## src/design/bst_params.svh

```systemverilog
/*
 * Widths and tree capacity for the BST engine. BST_NODE_COUNT must equal
 * 2**BST_ADDR_W, because the node count wraps exactly at that depth.
 */
`ifndef BST_PARAMS_SVH
`define BST_PARAMS_SVH

// Token and payload of one entry
`define BST_TOKEN_W 8
`define BST_PAYLOAD_W 32

// Node addressing
`define BST_ADDR_W 5
`define BST_NODE_COUNT 32

`endif

```

## src/design/bst_pkg.sv

```systemverilog
/*
 * Shared types of the BST engine. A cmd value outside the enum is legal on
 * the port and is answered with a failed completion.
 */
package bst_pkg;

`include "bst_params.svh"

    typedef enum logic [7:0] {
        CMD_INSERT = 8'd1,
        CMD_SEARCH = 8'd2
    } cmd_t;

    typedef logic [`BST_ADDR_W-1:0] node_addr_t;

    typedef struct packed {
        cmd_t                     cmd;
        logic [`BST_TOKEN_W-1:0]  token;
        logic [`BST_PAYLOAD_W-1:0] payload;
    } bst_req_t;

    // Status 0 is success, 1 is failure
    typedef struct packed {
        logic [`BST_PAYLOAD_W-1:0] payload;
        logic                      status;
    } bst_cpl_t;

    typedef struct packed {
        logic [`BST_TOKEN_W-1:0]   token;
        logic [`BST_PAYLOAD_W-1:0] payload;
        node_addr_t                left;
        logic                      left_valid;
        node_addr_t                right;
        logic                      right_valid;
    } tree_node_t;

endpackage

```

## src/design/bst_engine.sv

```systemverilog
/*
 * BST engine top. One command in flight per stage, completions in order.
 */
`timescale 1ns/1ps

module bst_engine (
    input  logic              aclk,
    input  logic              aresetn,
    input  logic              cmd_req,
    output logic              cmd_ack,
    input  bst_pkg::bst_req_t cmd,
    output logic              cpl_req,
    input  logic              cpl_ack,
    output bst_pkg::bst_cpl_t cpl
);

    logic                req_valid;
    logic                req_ready;
    bst_pkg::bst_req_t   req;
    logic                res_valid;
    logic                res_ready;
    bst_pkg::bst_cpl_t   res;
    logic                rd_en;
    bst_pkg::node_addr_t rd_addr;
    bst_pkg::tree_node_t rd_node;
    logic                wr_en;
    bst_pkg::node_addr_t wr_addr;
    bst_pkg::tree_node_t wr_node;

    // ------------------------------------------------------------
    // Command in, tree walk, completion out
    // ------------------------------------------------------------
    cmd_intake cmd_intake_i (
        .aclk, .aresetn, .cmd_req, .cmd_ack, .cmd, .req_valid, .req_ready, .req
    );

    tree_walker tree_walker_i (
        .aclk, .aresetn, .req_valid, .req_ready, .req, .res_valid, .res_ready, .res,
        .rd_en, .rd_addr, .rd_node, .wr_en, .wr_addr, .wr_node
    );

    node_ram node_ram_i (
        .aclk, .rd_en, .rd_addr, .rd_node, .wr_en, .wr_addr, .wr_node
    );

    cpl_return cpl_return_i (
        .aclk, .aresetn, .res_valid, .res_ready, .res, .cpl_req, .cpl_ack, .cpl
    );

endmodule

```

## src/design/cmd_intake.sv

```systemverilog
/*
 * Four-phase command receiver. cmd must stay stable while cmd_req is high,
 * and one command is held while the walker is busy.
 */
`timescale 1ns/1ps

module cmd_intake (
    input  logic              aclk,
    input  logic              aresetn,
    input  logic              cmd_req,
    output logic              cmd_ack,
    input  bst_pkg::bst_req_t cmd,
    output logic              req_valid,
    input  logic              req_ready,
    output bst_pkg::bst_req_t req
);

    // Acknowledged means waiting for cmd_req to fall
    typedef enum logic {
        PH_IDLE,
        PH_ACK
    } phase_t;

    phase_t            phase;
    logic              full;
    logic              capture;
    bst_pkg::bst_req_t req_q;

    assign capture = (phase == PH_IDLE) && cmd_req && !full;

    always_ff @(posedge aclk or negedge aresetn) begin
        if (!aresetn) begin
            phase <= PH_IDLE;
            full  <= 1'b0;
        end else begin
            if (capture) begin
                phase <= PH_ACK;
            end else if (phase == PH_ACK && !cmd_req) begin
                phase <= PH_IDLE;
            end
            if (capture) begin
                full <= 1'b1;
            end else if (req_valid && req_ready) begin
                full <= 1'b0;
            end
        end
    end

    always_ff @(posedge aclk) begin
        if (capture) begin
            req_q <= cmd;
        end
    end

    assign cmd_ack   = (phase == PH_ACK);
    assign req_valid = full;
    assign req       = req_q;

endmodule

```

## src/design/cpl_return.sv

```systemverilog
/*
 * Four-phase completion sender. cpl is held while cpl_req is high, and the
 * next result is taken only once the host has dropped cpl_ack.
 */
`timescale 1ns/1ps

module cpl_return (
    input  logic              aclk,
    input  logic              aresetn,
    input  logic              res_valid,
    output logic              res_ready,
    input  bst_pkg::bst_cpl_t res,
    output logic              cpl_req,
    input  logic              cpl_ack,
    output bst_pkg::bst_cpl_t cpl
);

    typedef enum logic [1:0] {
        PH_IDLE,
        PH_REQ,
        PH_DROP
    } phase_t;

    phase_t            phase;
    bst_pkg::bst_cpl_t cpl_q;

    always_ff @(posedge aclk or negedge aresetn) begin
        if (!aresetn) begin
            phase <= PH_IDLE;
        end else begin
            case (phase)
                PH_IDLE: if (res_valid) phase <= PH_REQ;
                PH_REQ:  if (cpl_ack) phase <= PH_DROP;
                // Wait for the host to release cpl_ack
                PH_DROP: if (!cpl_ack) phase <= PH_IDLE;
                default: phase <= PH_IDLE;
            endcase
        end
    end

    always_ff @(posedge aclk) begin
        if (res_valid && res_ready) begin
            cpl_q <= res;
        end
    end

    assign res_ready = (phase == PH_IDLE);
    assign cpl_req   = (phase == PH_REQ);
    assign cpl       = cpl_q;

endmodule

```

## src/design/node_ram.sv

```systemverilog
/*
 * Node memory, one read and one write port. Contents are undefined after
 * reset and a read returns data one cycle after rd_en.
 */
`timescale 1ns/1ps

`include "bst_params.svh"

module node_ram (
    input  logic                aclk,
    input  logic                rd_en,
    input  bst_pkg::node_addr_t rd_addr,
    output bst_pkg::tree_node_t rd_node,
    input  logic                wr_en,
    input  bst_pkg::node_addr_t wr_addr,
    input  bst_pkg::tree_node_t wr_node
);

    bst_pkg::tree_node_t mem [`BST_NODE_COUNT];

    always_ff @(posedge aclk) begin
        if (wr_en) begin
            mem[wr_addr] <= wr_node;
        end
    end

    // Output holds the last node read
    always_ff @(posedge aclk) begin
        if (rd_en) begin
            rd_node <= mem[rd_addr];
        end
    end

endmodule

```

## src/design/tree_walker.sv

```systemverilog
/*
 * One FSM walks the tree for search and insert. Nodes are never freed, so
 * the node count doubles as the next free address and the root sits at 0.
 */
`timescale 1ns/1ps

`include "bst_params.svh"

module tree_walker (
    input  logic                  aclk,
    input  logic                  aresetn,
    input  logic                  req_valid,
    output logic                  req_ready,
    input  bst_pkg::bst_req_t     req,
    output logic                  res_valid,
    input  logic                  res_ready,
    output bst_pkg::bst_cpl_t     res,
    output logic                  rd_en,
    output bst_pkg::node_addr_t   rd_addr,
    input  bst_pkg::tree_node_t   rd_node,
    output logic                  wr_en,
    output bst_pkg::node_addr_t   wr_addr,
    output bst_pkg::tree_node_t   wr_node
);

    localparam logic [`BST_ADDR_W:0] NODE_MAX = (`BST_ADDR_W+1)'(`BST_NODE_COUNT);

    typedef enum logic [2:0] {
        ST_IDLE,
        ST_READ,
        ST_COMPARE,
        ST_WRITE_NODE,
        ST_LINK_PARENT,
        ST_RESULT
    } state_t;

    state_t               state;
    logic [`BST_ADDR_W:0] count_q;
    bst_pkg::bst_req_t    cur_q;
    bst_pkg::tree_node_t  parent_q;
    bst_pkg::node_addr_t  addr_q;
    bst_pkg::bst_cpl_t    res_q;
    bst_pkg::node_addr_t  new_addr;
    logic                 req_known;
    logic                 cur_insert;
    logic                 tok_eq;
    logic                 go_left;
    logic                 child_valid;
    bst_pkg::node_addr_t  child_addr;

    assign req_known  = (req.cmd == bst_pkg::CMD_INSERT) || (req.cmd == bst_pkg::CMD_SEARCH);
    assign cur_insert = (cur_q.cmd == bst_pkg::CMD_INSERT);
    assign new_addr   = count_q[`BST_ADDR_W-1:0];

    // Descent decision on the node returned by the RAM
    assign tok_eq      = (cur_q.token == rd_node.token);
    assign go_left     = (cur_q.token < rd_node.token);
    assign child_valid = go_left ? rd_node.left_valid : rd_node.right_valid;
    assign child_addr  = go_left ? rd_node.left : rd_node.right;

    // ------------------------------------------------------------
    // Control
    // ------------------------------------------------------------
    always_ff @(posedge aclk or negedge aresetn) begin
        if (!aresetn) begin
            state   <= ST_IDLE;
            count_q <= '0;
        end else begin
            case (state)
                ST_IDLE: begin
                    if (req_valid) begin
                        if (!req_known) begin
                            state <= ST_RESULT;
                        end else if (count_q == '0) begin
                            // Empty tree, insert goes straight to the root
                            state <= (req.cmd == bst_pkg::CMD_INSERT) ? ST_WRITE_NODE
                                                                       : ST_RESULT;
                        end else begin
                            state <= ST_READ;
                        end
                    end
                end
                ST_READ: state <= ST_COMPARE;
                ST_COMPARE: begin
                    if (tok_eq) begin
                        state <= ST_RESULT;
                    end else if (child_valid) begin
                        state <= ST_READ;
                    end else if (cur_insert && count_q != NODE_MAX) begin
                        state <= ST_WRITE_NODE;
                    end else begin
                        state <= ST_RESULT;
                    end
                end
                ST_WRITE_NODE: begin
                    if (count_q == '0) begin
                        count_q <= count_q + 1'b1;
                        state   <= ST_RESULT;
                    end else begin
                        state <= ST_LINK_PARENT;
                    end
                end
                ST_LINK_PARENT: begin
                    count_q <= count_q + 1'b1;
                    state   <= ST_RESULT;
                end
                ST_RESULT: begin
                    if (res_ready) begin
                        state <= ST_IDLE;
                    end
                end
                default: state <= ST_IDLE;
            endcase
        end
    end

    // ------------------------------------------------------------
    // Datapath
    // ------------------------------------------------------------
    always_ff @(posedge aclk) begin
        case (state)
            ST_IDLE: begin
                if (req_valid) begin
                    cur_q         <= req;
                    addr_q        <= '0;
                    // Failure unless a later state says otherwise
                    res_q.payload <= '0;
                    res_q.status  <= 1'b1;
                end
            end
            ST_COMPARE: begin
                if (tok_eq) begin
                    res_q.payload <= cur_insert ? '0 : rd_node.payload;
                    res_q.status  <= cur_insert;
                end else if (child_valid) begin
                    addr_q <= child_addr;
                end else begin
                    parent_q <= rd_node;
                end
            end
            ST_WRITE_NODE: begin
                res_q.payload <= '0;
                res_q.status  <= 1'b0;
            end
            default: ;
        endcase
    end

    // Memory requests decoded from the state
    always_comb begin
        wr_node = parent_q;
        if (state == ST_WRITE_NODE) begin
            wr_node         = '0;
            wr_node.token   = cur_q.token;
            wr_node.payload = cur_q.payload;
        end else if (cur_q.token < parent_q.token) begin
            wr_node.left       = new_addr;
            wr_node.left_valid = 1'b1;
        end else begin
            wr_node.right       = new_addr;
            wr_node.right_valid = 1'b1;
        end
    end

    assign rd_en     = (state == ST_READ);
    assign rd_addr   = addr_q;
    assign wr_en     = (state == ST_WRITE_NODE) || (state == ST_LINK_PARENT);
    assign wr_addr   = (state == ST_LINK_PARENT) ? addr_q : new_addr;
    assign req_ready = (state == ST_IDLE);
    assign res_valid = (state == ST_RESULT);
    assign res       = res_q;

endmodule
```

## config.mk

```make
export PLATFORM = sky130hd
export DESIGN_NAME = bst_engine
export DESIGN_NICKNAME = d
export VERILOG_FILES = /design/src/design/bst_pkg.sv /design/src/design/bst_engine.sv /design/src/design/cmd_intake.sv /design/src/design/cpl_return.sv /design/src/design/node_ram.sv /design/src/design/tree_walker.sv
export VERILOG_INCLUDE_DIRS = /design/src /design/src/design
export SDC_FILE = /design/constraint.sdc
export NUM_CORES = 2
export LEC_CHECK = 0
export CAP_MARGIN = 30
export CORE_MARGIN = 10
export CORE_UTILIZATION = 35
export CTS_CLUSTER_DIAMETER = 100
export CTS_CLUSTER_SIZE = 20
export DETAILED_ROUTE_END_ITERATION = 8
export DONT_BUFFER_PORTS = 1
export PLACE_DENSITY_LB_ADDON = 0.1
export SLEW_MARGIN = 20
export SYNTH_ARGS = -nofsm -noshare
export SYNTH_HDL_FRONTEND = slang
export SYNTH_SLANG_ARGS = --single-unit
export TNS_END_PERCENT = 10
```

## constraint.sdc

```tcl
create_clock -name aclk -period 6.3 [get_ports aclk]
set_clock_uncertainty 0.2 [all_clocks]
set_input_delay 1.26 -clock aclk [delete_from_list [all_inputs] [get_ports aclk]]
set_output_delay 1.26 -clock aclk [all_outputs]
set_load 0.02 [all_outputs]
```

==> impl_metrics.ini <==
[layout]
drive_gt1_share_pct = 28.2
final_common_cell = edfxtp_1
nNetsFinal = 3220
area.growth.synth_to_final_pct = 11.0
final_cells = 6002
mostFrequentLayoutCells = edfxtp_1 (1935), mux4_2 (520), nand2_1 (114)

[synth]
synthMuxAreaShare_pct = 17.0
synth_top_area_share_pct = 79.2
ys_top_cells_by_area = edfxtp_1 (79%), mux4_2 (16%), mux2_2 (0.81%)
ys_ff_latch = 1948
yosys.area_share.adder_pct = 0.290
synth_edf_count = 1935
yosysSeqAreaShare_pct = 79.6
synthArstFlopShare_pct = 0.667
synth_cell_types = 43
synth-compound-area-share_pct = 0.355
syn_area_mm2 = 0.0734
synth_xor_xnor_area_share_pct = 0.0716
synth_cells = 3032
synth_nets = 3101
synth.avg_cell_area_um2 = 24.2
synth_top_area_cell = edfxtp_1
yosysWarnings = 0
synth_top_family_by_area = multiplexers
synth_flop_cell = edfxtp_1
synth-simple-area-share_pct = 1.54

[routing]
via_per_inst = 5.29
ant_nets = 0
drt_iter0_drc = 2735
dr_total_vias = 31800
firstDrtPassIters = 5
routed_wl_mm = 192
wl_per_cell_um = 32.0
remaining_drc_errors = 0

[pwr]
power_density_mw_per_mm2 = 417
power_mw = 34.0
ir_worst_vdd_uv = 433
p_leak_nw = 24.6

[worst_setup_path]
cp_slowest_cell = nor2_4
critPathMaxFanout = 18
crit_chain = nor3b_2 -> nor2_1 -> a21oi_1 -> nand3_1 -> nor2_4 -> buf_4
crit_buf_inv = 1
cpPeakStageDelay_ns = 0.84
critical_path_class = reg -> reg
crit_required_ns = 6.54
cp.arrival_ns = 4.17
worst_setup_path_end_kind = flop
cpLargestDelayFamily = simple AND/OR/NAND/NOR gates
critPathLaunchType = flop

[global_routing]
grt_max_degree = 124
grt_use_met1_pct = 22.5
grt_use_met3_pct = 2.05
met2_usage_pct = 28.4
grt_pass1_wl_mm = 270
grt.total_usage_pct = 16.5
grt_pass1_vias = 33800
antenna_found_initial = 11
grt-ovfl-total = 0
grt-busiest-layer = met2

[floorplan]
io_pins = 87
start_util_pct = 35.1
core_area_mm2 = 0.209
die_area_mm2 = 0.228
num_rows = 168
die_y_um = 478
die_x_um = 478

[clocking]
clk_pin_slew_ns = 0.08
cts_buffers = 109
clockBufferDepth = 3
cts_tree = built
ctsResizeCount = 0
clock_latency_ns = 0.78
cts_root_buf = clkbuf_16
cts_num_sinks = 1948
htreeDepth = 3

[min_path]
min_path_type = reg -> reg

[sta]
setup_viol = 0
maxSlewHeadroom_pct = 31.9
min_period_ns = 3.93
fin_crit_sh_pct = 62.4
rsz0062_at_grt = no
slew_viol_final = 0
hold_viol = 0
fmax_mhz = 254
tightestPinTransition_ns = 1.02
tns_ns = 0

[placement]
dp.cells = 5827
dpl.hpwl_mm = 104
routabilityCongestion = 0.740
port_buffers = 0

[flow_run]
maxCapViolations = 0

[run_status]
outcome = completed
routing by layer:
| layer | part of all wire [%] | vias to the layer above |
|---|---|---|
| met5 | 0.0068 | - |
| met4 | 2.2 | 2 |
| met3 | 4.3 | 203 |
| met2 | 51 | 776 |
| met1 | 43 | 17800 |
| li1 | - | 13000 |
registers in the layout, indices dropped and copies added (netlist names), 5 cells and up:
| signal | flops |
|---|---|
| tree_walker_i.parent_q | 52 |
| cpl_return_i.cpl | 33 |
| node_ram_i.mem | 1664 |
| tree_walker_i.res | 33 |
| tree_walker_i.rd_addr | 5 |
| tree_walker_i.count_q | 6 |
| cmd_intake_i.req | 48 |
| tree_walker_i.cur_q | 48 |
| node_ram_i.rd_node | 52 |
report_power, final:
part | switching (mW) | internal (mW) | total (mW) | leakage [nW]
combinational | 5.45 | 4.14 | 9.58 | 5.49
clock | 4.09 | 3.21 | 7.30 | 1.45
sequential | 0.551 | 16.5 | 17.1 | 17.7
worst paths after layout:
kind	startpoint	end	slack [ns]	cells after the start
max	tree_walker_i.state[2]	node_ram_i.mem[3][9]	2.37	6
min	tree_walker_i.res[6]	cpl_return_i.cpl[6]	0.21	0
max reg2reg	tree_walker_i.state[2]	node_ram_i.mem[3][9]	2.37	6
min reg2reg	tree_walker_i.res[6]	cpl_return_i.cpl[6]	0.21	0
max in group asynchronous	aresetn	tree_walker_i.state[1]	4.50	1
min in group asynchronous	aresetn	cmd_intake_i.req_valid	0.84	1
area by class of cell:
cell class	instances	area, um^2
Sequential cell	1948	58400
Multi-Input combinational cell	916	14500
Clock buffer	143	2880
Antenna cell	1	2.50
Inverter	25	93.8
Timing Repair Buffer	151	1930
Fill cell	18300	128000
Tap cell	2805	3510
Clock inverter	13	118
cell usage after synthesis, types with 3 or more instances:
library cell     n
a21oi_1         14
and2_1          35
buf_1            8
buf_2           28
buf_4           19
buf_6            5
clkbuf_1        83
dfrtp_1         13
edfxtp_1      1935
ha_1            17
inv_1           25
mux2_2          53
mux2i_1         20
mux4_2         520
nand2_1        123
nand3_1          5
nand4_1          3
nor2_1          66
nor2b_1          5
nor3_1           8
o21ai_0         14
xnor2_1          5
cell families after synthesis:
group / after synthesis
flops: 1948
xor+xnor: 6
fa+ha+maj: 17
compound gates: 44
buf+inv: 168
simple gates: 256
mux: 593
repair_timing:
item,4_1_cts,5_1_grt
hold buffers,1,0
setup buffers,0,0
endpoints found under the hold margin,13,0
stage by stage:
step | setup WS [ns] | util, % | instance area, um^2 | hold slack (ns)
2_1_floorplan | 0.816 | - | 73400 | 0.200
3_3_place_gp | 2.32 | 37.1 | 77700 | 0.202
3_5_place_dp | 2.40 | 37.4 | 78100 | 0.205
4_1_cts | 2.35 | 38.8 | 81100 | 0.215
5_1_grt | 2.20 | 38.9 | 81500 | 0.228
6_report | 2.37 | 38.9 | 81500 | 0.215
Power figures use the tool's default switching activity.
